## src/include/dma_cfg_consts.svh

```systemverilog
`ifndef DMA_CFG_CONSTS_SVH
`define DMA_CFG_CONSTS_SVH

// word and index widths
`define DMA_CFG_DATA_W 32
`define DMA_CFG_IDX_W 5
`define DMA_CFG_IRQ_W 11

// ----------------------------------------------------------------------
// register slots, paddr[6:2]
// ----------------------------------------------------------------------
`define DMA_CFG_IDX_CTRL 5'd0
`define DMA_CFG_IDX_IMR 5'd1
`define DMA_CFG_IDX_IRR 5'd2
`define DMA_CFG_IDX_ISR 5'd3
`define DMA_CFG_IDX_ZONE1_ADDR 5'd4
`define DMA_CFG_IDX_ZONE1_SIZE 5'd5
`define DMA_CFG_IDX_ZONE2_ADDR 5'd6
`define DMA_CFG_IDX_ZONE2_SIZE 5'd7
`define DMA_CFG_IDX_ZONE3_ADDR 5'd8
`define DMA_CFG_IDX_ZONE3_SIZE 5'd9
`define DMA_CFG_IDX_ZONE4_ADDR 5'd10
`define DMA_CFG_IDX_ZONE4_SIZE 5'd11
`define DMA_CFG_IDX_ZONE_EN 5'd12
`define DMA_CFG_IDX_SRC 5'd13
`define DMA_CFG_IDX_DST 5'd14
`define DMA_CFG_IDX_DEPTH 5'd15
`define DMA_CFG_IDX_AXI_CTRL 5'd18

// reset values
`define DMA_CFG_AXI_CTRL_RST 32'h048c_0123
`define DMA_CFG_IMR_RST 11'h7ff

// depth above 4095 fails init
`define DMA_CFG_DEPTH_LIMIT_BIT 12
`define DMA_CFG_IRQ_INIT_FAIL 10

`endif
```

## src/verilog/dma_cfg_pkg.sv

```systemverilog
`default_nettype none

`include "dma_cfg_consts.svh"

package dma_cfg_pkg;

  // one APB write, valid for the access phase only
  typedef struct packed {
    logic                       en;
    logic [`DMA_CFG_IDX_W-1:0]  idx;
    logic [`DMA_CFG_DATA_W-1:0] data;
  } reg_wr_t;

  // bit 10 is init fail, bits 9..0 come from the core
  typedef struct packed {
    logic                       init_fail;
    logic [`DMA_CFG_IRQ_W-2:0]  ext;
  } irq_vec_t;

  // ----------------------------------------------------------------------
  // AXI attribute word, msb first
  // ----------------------------------------------------------------------
  typedef struct packed {
    logic [3:0] awid;
    logic [1:0] awburst;
    logic       awlock;
    logic [2:0] awprot;
    logic [3:0] awcache;
    logic [3:0] wid;
    logic [3:0] arid;
    logic [1:0] arburst;
    logic       arlock;
    logic [2:0] arprot;
    logic [3:0] arcache;
  } axi_ctrl_fields_t;

  // raw for read-back, fields for the AXI master
  typedef union packed {
    logic [`DMA_CFG_DATA_W-1:0] raw;
    axi_ctrl_fields_t           fields;
  } axi_ctrl_u;

  typedef struct packed {
    logic [`DMA_CFG_DATA_W-1:0] base;
    logic [`DMA_CFG_DATA_W-1:0] size;
  } zone_cfg_t;

  // zone[0] is zone 1
  typedef struct packed {
    zone_cfg_t [3:0]            zone;
    logic [3:0]                 zone_en;
    logic [`DMA_CFG_DATA_W-1:0] src;
    logic [`DMA_CFG_DATA_W-1:0] dst;
    logic [`DMA_CFG_DATA_W-1:0] depth;
  } dma_cfg_t;

  // same bit order as ctrl[2:0]
  typedef struct packed {
    logic init_inst;
    logic npu_stop;
    logic npu_start;
  } dma_cmd_t;

endpackage

`default_nettype wire

```

## src/verilog/dma_cfg_top.sv

```systemverilog
`default_nettype none

`include "dma_cfg_consts.svh"

module dma_cfg_top (
  input  wire                              pclk,
  input  wire                              preset_n,
  input  wire                              i_psel,
  input  wire                              i_penable,
  input  wire                              i_pwrite,
  input  wire [7:0]                        i_paddr,
  input  wire [`DMA_CFG_DATA_W-1:0]        i_pwdata,
  output logic [`DMA_CFG_DATA_W-1:0]       o_prdata,
  input  wire [`DMA_CFG_IRQ_W-2:0]         i_events,
  output dma_cfg_pkg::dma_cfg_t            o_cfg,
  output dma_cfg_pkg::axi_ctrl_fields_t    o_axi,
  output logic                             o_npu_start,
  output logic                             o_npu_stop,
  output logic                             o_init_inst,
  output logic                             o_sys_reset_n,
  output logic                             o_interrupt
);

  dma_cfg_pkg::reg_wr_t      wr;
  logic [`DMA_CFG_IDX_W-1:0] rd_idx;
  dma_cfg_pkg::dma_cfg_t     cfg;
  dma_cfg_pkg::axi_ctrl_u    axi;
  logic [5:0]                ctrl;
  dma_cfg_pkg::dma_cmd_t     cmd;
  logic                      init_fail;
  dma_cfg_pkg::irq_vec_t     imr;
  dma_cfg_pkg::irq_vec_t     irr;
  dma_cfg_pkg::irq_vec_t     isr;

  // ----------------------------------------------------------------------
  // decode, execute, read back
  // ----------------------------------------------------------------------
  dma_cfg_apb_decode u_decode (
    .i_psel    (i_psel),
    .i_penable (i_penable),
    .i_pwrite  (i_pwrite),
    .i_paddr   (i_paddr),
    .i_pwdata  (i_pwdata),
    .o_wr      (wr),
    .o_rd_idx  (rd_idx)
  );

  dma_cfg_regfile u_regfile (
    .pclk          (pclk),
    .preset_n      (preset_n),
    .i_wr          (wr),
    .o_cfg         (cfg),
    .o_axi         (axi),
    .o_ctrl        (ctrl),
    .o_cmd         (cmd),
    .o_init_fail   (init_fail),
    .o_sys_reset_n (o_sys_reset_n)
  );

  dma_cfg_irq u_irq (
    .pclk        (pclk),
    .preset_n    (preset_n),
    .i_wr        (wr),
    .i_events    (i_events),
    .i_init_fail (init_fail),
    .o_imr       (imr),
    .o_irr       (irr),
    .o_isr       (isr),
    .o_interrupt (o_interrupt)
  );

  dma_cfg_readback u_readback (
    .i_rd_idx (rd_idx),
    .i_cfg    (cfg),
    .i_axi    (axi),
    .i_ctrl   (ctrl),
    .i_imr    (imr),
    .i_irr    (irr),
    .i_isr    (isr),
    .o_prdata (o_prdata)
  );

  // AXI master takes the field view of the same word
  assign o_cfg       = cfg;
  assign o_axi       = axi.fields;
  assign o_npu_start = cmd.npu_start;
  assign o_npu_stop  = cmd.npu_stop;
  assign o_init_inst = cmd.init_inst;

endmodule

`default_nettype wire

```

## src/verilog/dma_cfg_readback.sv

```systemverilog
`default_nettype none

`include "dma_cfg_consts.svh"

module dma_cfg_readback (
  input  wire [`DMA_CFG_IDX_W-1:0]         i_rd_idx,
  input  wire dma_cfg_pkg::dma_cfg_t       i_cfg,
  input  wire dma_cfg_pkg::axi_ctrl_u      i_axi,
  input  wire [5:0]                        i_ctrl,
  input  wire dma_cfg_pkg::irq_vec_t       i_imr,
  input  wire dma_cfg_pkg::irq_vec_t       i_irr,
  input  wire dma_cfg_pkg::irq_vec_t       i_isr,
  output logic [`DMA_CFG_DATA_W-1:0]       o_prdata
);

  // narrow registers zero extended, unmapped slots read zero
  always_comb begin
    o_prdata = '0;
    case (i_rd_idx)
      `DMA_CFG_IDX_CTRL:       o_prdata[5:0] = i_ctrl;
      `DMA_CFG_IDX_IMR:        o_prdata[`DMA_CFG_IRQ_W-1:0] = i_imr;
      `DMA_CFG_IDX_IRR:        o_prdata[`DMA_CFG_IRQ_W-1:0] = i_irr;
      `DMA_CFG_IDX_ISR:        o_prdata[`DMA_CFG_IRQ_W-1:0] = i_isr;
      `DMA_CFG_IDX_ZONE1_ADDR: o_prdata = i_cfg.zone[0].base;
      `DMA_CFG_IDX_ZONE1_SIZE: o_prdata = i_cfg.zone[0].size;
      `DMA_CFG_IDX_ZONE2_ADDR: o_prdata = i_cfg.zone[1].base;
      `DMA_CFG_IDX_ZONE2_SIZE: o_prdata = i_cfg.zone[1].size;
      `DMA_CFG_IDX_ZONE3_ADDR: o_prdata = i_cfg.zone[2].base;
      `DMA_CFG_IDX_ZONE3_SIZE: o_prdata = i_cfg.zone[2].size;
      `DMA_CFG_IDX_ZONE4_ADDR: o_prdata = i_cfg.zone[3].base;
      `DMA_CFG_IDX_ZONE4_SIZE: o_prdata = i_cfg.zone[3].size;
      `DMA_CFG_IDX_ZONE_EN:    o_prdata[3:0] = i_cfg.zone_en;
      `DMA_CFG_IDX_SRC:        o_prdata = i_cfg.src;
      `DMA_CFG_IDX_DST:        o_prdata = i_cfg.dst;
      `DMA_CFG_IDX_DEPTH:      o_prdata = i_cfg.depth;
      // whole word, as written
      `DMA_CFG_IDX_AXI_CTRL:   o_prdata = i_axi.raw;
      default:                 o_prdata = '0;
    endcase
  end

endmodule

`default_nettype wire

```

## src/verilog/dma_cfg_irq.sv

```systemverilog
`default_nettype none

`include "dma_cfg_consts.svh"

module dma_cfg_irq (
  input  wire                              pclk,
  input  wire                              preset_n,
  input  wire dma_cfg_pkg::reg_wr_t        i_wr,
  input  wire [`DMA_CFG_IRQ_W-2:0]         i_events,
  input  wire                              i_init_fail,
  output dma_cfg_pkg::irq_vec_t            o_imr,
  output dma_cfg_pkg::irq_vec_t            o_irr,
  output dma_cfg_pkg::irq_vec_t            o_isr,
  output logic                             o_interrupt
);

  dma_cfg_pkg::irq_vec_t cause;
  dma_cfg_pkg::irq_vec_t cause_q;
  dma_cfg_pkg::irq_vec_t rise;
  dma_cfg_pkg::irq_vec_t clr;
  dma_cfg_pkg::irq_vec_t imr_q;
  dma_cfg_pkg::irq_vec_t irr_q;

  always_comb begin
    cause[`DMA_CFG_IRQ_INIT_FAIL]     = i_init_fail;
    cause[`DMA_CFG_IRQ_INIT_FAIL-1:0] = i_events;
  end

  // rising edge of each cause
  assign rise = cause & ~cause_q;

  // write one to clear
  assign clr = (i_wr.en && (i_wr.idx == `DMA_CFG_IDX_ISR)) ?
               i_wr.data[`DMA_CFG_IRQ_W-1:0] : '0;

  // ----------------------------------------------------------------------
  // raw and mask registers
  // ----------------------------------------------------------------------
  always_ff @(posedge pclk or negedge preset_n) begin
    if (!preset_n) begin
      cause_q <= '0;
      irr_q   <= '0;
      imr_q   <= `DMA_CFG_IMR_RST;
    end else begin
      cause_q <= cause;
      // a new edge beats a clear on the same bit
      irr_q   <= rise | (irr_q & ~clr);
      if (i_wr.en && (i_wr.idx == `DMA_CFG_IDX_IMR)) begin
        imr_q <= i_wr.data[`DMA_CFG_IRQ_W-1:0];
      end
    end
  end

  assign o_imr       = imr_q;
  assign o_irr       = irr_q;
  assign o_isr       = irr_q & ~imr_q;
  assign o_interrupt = |o_isr;

  a_irq_has_source: assert property (
    @(posedge pclk) disable iff (!preset_n)
    o_interrupt |-> (o_isr != '0))
    else $error("dma_cfg_irq: interrupt without a pending cause");

endmodule

`default_nettype wire

```

## src/verilog/dma_cfg_regfile.sv

```systemverilog
`default_nettype none

`include "dma_cfg_consts.svh"

module dma_cfg_regfile (
  input  wire                              pclk,
  input  wire                              preset_n,
  input  wire dma_cfg_pkg::reg_wr_t        i_wr,
  output dma_cfg_pkg::dma_cfg_t            o_cfg,
  output dma_cfg_pkg::axi_ctrl_u           o_axi,
  output logic [5:0]                       o_ctrl,
  output dma_cfg_pkg::dma_cmd_t            o_cmd,
  output logic                             o_init_fail,
  output logic                             o_sys_reset_n
);

  dma_cfg_pkg::dma_cfg_t  cfg_q;
  dma_cfg_pkg::axi_ctrl_u axi_q;
  logic [5:0]             ctrl_q;
  logic                   ctrl_wr;
  logic                   depth_ok;

  assign ctrl_wr = i_wr.en && (i_wr.idx == `DMA_CFG_IDX_CTRL);

  // ----------------------------------------------------------------------
  // control register
  // ----------------------------------------------------------------------
  // bits 2..0 are commands and drop back to zero after one cycle
  always_ff @(posedge pclk or negedge preset_n) begin
    if (!preset_n) begin
      ctrl_q <= '0;
    end else if (ctrl_wr) begin
      ctrl_q <= i_wr.data[5:0];
    end else begin
      ctrl_q[2:0] <= 3'b000;
    end
  end

  // ----------------------------------------------------------------------
  // configuration registers
  // ----------------------------------------------------------------------
  always_ff @(posedge pclk or negedge preset_n) begin
    if (!preset_n) begin
      cfg_q     <= '0;
      axi_q.raw <= `DMA_CFG_AXI_CTRL_RST;
    end else if (i_wr.en) begin
      case (i_wr.idx)
        `DMA_CFG_IDX_ZONE1_ADDR: cfg_q.zone[0].base <= i_wr.data;
        `DMA_CFG_IDX_ZONE1_SIZE: cfg_q.zone[0].size <= i_wr.data;
        `DMA_CFG_IDX_ZONE2_ADDR: cfg_q.zone[1].base <= i_wr.data;
        `DMA_CFG_IDX_ZONE2_SIZE: cfg_q.zone[1].size <= i_wr.data;
        `DMA_CFG_IDX_ZONE3_ADDR: cfg_q.zone[2].base <= i_wr.data;
        `DMA_CFG_IDX_ZONE3_SIZE: cfg_q.zone[2].size <= i_wr.data;
        `DMA_CFG_IDX_ZONE4_ADDR: cfg_q.zone[3].base <= i_wr.data;
        `DMA_CFG_IDX_ZONE4_SIZE: cfg_q.zone[3].size <= i_wr.data;
        `DMA_CFG_IDX_ZONE_EN:    cfg_q.zone_en      <= i_wr.data[3:0];
        `DMA_CFG_IDX_SRC:        cfg_q.src          <= i_wr.data;
        `DMA_CFG_IDX_DST:        cfg_q.dst          <= i_wr.data;
        `DMA_CFG_IDX_DEPTH:      cfg_q.depth        <= i_wr.data;
        `DMA_CFG_IDX_AXI_CTRL:   axi_q.raw          <= i_wr.data;
        // ctrl, mask and clear slots handled elsewhere
        default: ;
      endcase
    end
  end

  // ----------------------------------------------------------------------
  // commands
  // ----------------------------------------------------------------------
  // instruction buffer holds at most 4096 entries
  assign depth_ok = ~|cfg_q.depth[`DMA_CFG_DATA_W-1:`DMA_CFG_DEPTH_LIMIT_BIT];

  assign o_cmd.npu_start = ctrl_q[0];
  assign o_cmd.npu_stop  = ctrl_q[1];
  assign o_cmd.init_inst = ctrl_q[2] && depth_ok;
  assign o_init_fail     = ctrl_q[2] && !depth_ok;

  // soft reset only while the ctrl write is on the bus
  assign o_sys_reset_n = !(ctrl_wr && i_wr.data[3]);

  assign o_cfg  = cfg_q;
  assign o_axi  = axi_q;
  assign o_ctrl = ctrl_q;

  // relies on APB never writing ctrl on two back-to-back edges
  a_cmd_one_cycle: assert property (
    @(posedge pclk) disable iff (!preset_n)
    (ctrl_q[2:0] != 3'b000) |=> (ctrl_q[2:0] == 3'b000))
    else $error("dma_cfg_regfile: command bit held longer than one cycle");

endmodule

`default_nettype wire

```

## src/verilog/dma_cfg_apb_decode.sv

```systemverilog
`default_nettype none

`include "dma_cfg_consts.svh"

module dma_cfg_apb_decode (
  input  wire                              i_psel,
  input  wire                              i_penable,
  input  wire                              i_pwrite,
  input  wire [7:0]                        i_paddr,
  input  wire [`DMA_CFG_DATA_W-1:0]        i_pwdata,
  output dma_cfg_pkg::reg_wr_t             o_wr,
  output logic [`DMA_CFG_IDX_W-1:0]        o_rd_idx
);

  logic [`DMA_CFG_IDX_W-1:0] slot_idx;

  // word aligned, bits 1:0 ignored
  assign slot_idx = i_paddr[`DMA_CFG_IDX_W+1:2];

  // ----------------------------------------------------------------------
  // write strobe
  // ----------------------------------------------------------------------
  // access phase of a write, no wait states so one cycle wide
  assign o_wr.en   = i_psel && i_penable && i_pwrite;
  assign o_wr.idx  = slot_idx;
  assign o_wr.data = i_pwdata;

  // read mux index follows the address directly
  assign o_rd_idx = slot_idx;

  // an access phase is always part of a selected transfer
  always_comb begin
    a_penable_needs_psel: assert final (!(i_penable && !i_psel))
      else $error("dma_cfg_apb_decode: penable high without psel");
  end

endmodule

`default_nettype wire

```

## config.mk

```make
export PLATFORM = sky130hd
export DESIGN_NAME = dma_cfg_top
export DESIGN_NICKNAME = d
export VERILOG_FILES = /design/src/verilog/dma_cfg_pkg.sv /design/src/verilog/dma_cfg_top.sv /design/src/verilog/dma_cfg_readback.sv /design/src/verilog/dma_cfg_irq.sv /design/src/verilog/dma_cfg_regfile.sv /design/src/verilog/dma_cfg_apb_decode.sv
export VERILOG_INCLUDE_DIRS = /design/src /design/src/include
export SDC_FILE = /design/constraint.sdc
export NUM_CORES = 1
export LEC_CHECK = 0
export ABC_AREA = 1
export BUFFER_PORTS_ARGS = -buffer_cell sky130_fd_sc_hd__buf_2
export CORE_MARGIN = 5
export CORE_UTILIZATION = 55
export CTS_BUF_LIST = sky130_fd_sc_hd__clkbuf_8
export DETAILED_ROUTE_END_ITERATION = 8
export PLACE_DENSITY_LB_ADDON = 0.3
export RECOVER_POWER = 25
export SKIP_CTS_REPAIR_TIMING = 1
export SLEW_MARGIN = 40
export SYNTH_ARGS = -nofsm -noshare
export SYNTH_HDL_FRONTEND = slang
export SYNTH_SLANG_ARGS = --single-unit
```

## constraint.sdc

```tcl
create_clock -name pclk -period 2.32 [get_ports pclk]
set_clock_uncertainty 0.2 [all_clocks]
set_input_delay 0.464 -clock pclk [delete_from_list [all_inputs] [get_ports pclk]]
set_output_delay 0.464 -clock pclk [all_outputs]
set_load 0.1 [all_outputs]
```

==> impl_metrics.ini <==
[route]
wl_um = 74100
wl_per_cell_um = 21.7
vias_per_cell = 5.70
vias = 19400
dr.pass1.iters = 6
drtIter0Drc = 2131
antenna_left = 0
drc = 0

[critical_path]
critPathMaxFanout = 4
criticalPathCategory = reg -> out
regToRegSetupSlack_ps = 720
cp.required_ps = 1660
crit_arrival_ps = 2070
crit-reg2reg-launch = u_regfile.o_cfg[15]
r2r_end = u_irq.o_irr[10]
cp-end-kind = primary output
cpPeakStageDelay_ps = 460
crit_path_cell_trace = nor2_1 > nand2_1 > nor2_2 > nand4_1 > buf_4 > nor2_4 > buf_12
rr_worst_depth = 7
crit_slowest_cell = dfrtp_2
crit_path_start_kind = flop

[synth]
syn-cell-area_um2 = 19100
synth_warnings = 0
ys_async_sr_fraction = 1.00
synth.net_count = 2385
syn_inst = 2330
synth.distinct_cells = 30
yosysTopAreaCellShare = 0.535
synth-main-ff-cell = dfrtp_1
synth.avg_cell_area_um2 = 8.19
ys_seq_area_frac = 0.561
yosys_register_bits = 427
synth_edf_count = 0
synth_area_leaders = dfrtp_1 (54%), nand2_1 (19%), o21ai_0 (6.6%)
yosys.area.top_type = dfrtp_1

[place]
placed_area_um2 = 23600
dp_hpwl_um = 50400
gp_congestion = 0.934
io_buffer_count = 476
place_inst = 3234

[grt]
grt_util_all_layers = 0.364
grt_pass1_wl_um = 109000
grt_pass1_vias = 18600
grt_antenna_before_repair = 4
grt-ovfl-total = 0
grt_start_max_net_pins = 65

[hold_path]
hp-class = in -> reg
holdCritStartpoint = i_pwdata[14]
min_path_cells = 3
min_to = u_regfile.o_cfg[210]

[timing]
whs_ps = 76.2
rsz0062_at_grt = true
relSlewSlack = -0.0967
setup_slack_ps = -410
tightest_slew_ps = 1650
finalMaxSlewViolations = 49
period_minus_slack_ps = 2730
max_freq_mhz = 366
hold_viol = 0
finalCritPeriodShare = 1.18
finalSetupViolCount = 34

[floorplanning]
fp.dieW_um = 196
initial_utilization = 0.555
fp.dieH_um = 196
std_cell_rows = 68
core-area_um2 = 34400
dieArea_um2 = 38500
ios = 480

[pwr]
p_leak_nw = 14.3
p_per_area_nw_per_um2 = 838
ir_drop_uv = 605
power_w = 0.0220

[finish]
final_area_um2 = 26300
final_cells = 3410
drive_gt1_frac = 0.346
nFillCells = 2429
fin_util = 0.765
area_growth_syn_to_layout_pct = 37.9
final_cell_mix = nand2_1 (848), buf_2 (428), dfrtp_1 (404), o21ai_0 (249), o21ai_1 (170)
final_common_cell = nand2_1
fin_nets = 2952

[clock_tree]
insertion_delay_ps = 600
cts.path.max_buffers = 3
cts_tree = done
cts_buffers = 72
clockRootBuffer = clkbuf_8
clk_pin_slew_ps = 60
cts.sinks = 427
htreeDepth = 3

[outcome]
status = complete, but fails checks
violations = max-capacitance violations, max-slew violations, negative setup slack

[flow_run]
cap_violations = 1
## final cells by class
cell class                      instances  area (um^2)  share of cell area
Sequential cell                       427        10700               0.407
Multi-Input combinational cell       1666         8330               0.317
Timing Repair Buffer                  639         4830               0.184
Clock buffer                           98         1350              0.0513
Tap cell                              455          569              0.0217
Inverter                               90          354              0.0135
Clock inverter                         33          133             0.00504
Timing Repair inverter                  1         11.3            0.000428
Antenna cell                            1         2.50           0.0000952
## Yosys cell counts, types with 2 or more instances
master and instances:
o21ai_2 10, o21ai_0 251, nor2_4 8, inv_2 4, nor2_8 2, nand2_4 6, nor2_2 5, nand3_4 2
inv_1 85, buf_4 14, dfstp_2 19, buf_6 15, a21oi_1 2, nor2_1 139, dfrtp_1 408, nand4_1 32
clkbuf_1 50, nand2_2 10, o21ai_1 168, nand2_1 964, clkbuf_2 4, buf_2 64, nor3_1 3, nand3_1 59
## worst max path at each step
stage                               to  slack [ps]                start
after detailed placement   o_prdata[0]        -440           i_paddr[6]
after floorplan            o_init_inst        -120  u_regfile.o_cfg[16]
after global placement     o_prdata[0]        -410           i_paddr[6]
after global routing      o_prdata[23]        -430           i_paddr[6]
final                      o_init_inst        -410  u_regfile.o_cfg[15]
after CTS                  o_init_inst        -750  u_regfile.o_cfg[13]
## critical path, delay by kind of cell (launching register included)
kind	cells	cell delay, ps
DFF	1	460
and+or+nand+nor	5	620
buffers and inverters	2	370
## sequential cells by signal, indices dropped and copies added (netlist names)
name              count
u_regfile.o_cfg     356
u_regfile.o_ctrl      6
u_irq.o_irr          11
u_irq.o_imr          11
u_regfile.o_axi      32
u_irq.cause_q        11
## power by group
part / internal [W] / total, W / switching, W
clock: 0.00374 / 0.00680 / 0.00306
sequential: 0.00806 / 0.00863 / 0.000572
combinational: 0.00100 / 0.00660 / 0.00560
## stage by stage
| stage | TNS (ps) | setup slack [ps] |
|---|---|---|
| 4_1_cts | -11330 | -749 |
| 6_report | -10090 | -410 |
| 2_1_floorplan | -139 | -121 |
| 3_3_place_gp | -9630 | -407 |
| 3_5_place_dp | -13250 | -440 |
| 5_1_grt | -16540 | -433 |
## metal layers
layer,routed length (um),share of wire,vias up,track usage
met5,27,0.00036,-,0
met4,4660,0.063,4,0.202
met3,8880,0.12,306,0.0926
met2,33400,0.45,1356,0.551
met1,27100,0.37,9163,0.484
li1,-,-,8602,-
## cells by family after synthesis
kind of cell           count (synthesis)  synth area share
AO/OA/AOI/OAI                        432             0.115
flip-flops                           427             0.561
buffers and inverters                237            0.0600
AND/OR/NAND/NOR                     1234             0.263
Power figures use the tool's default switching activity.
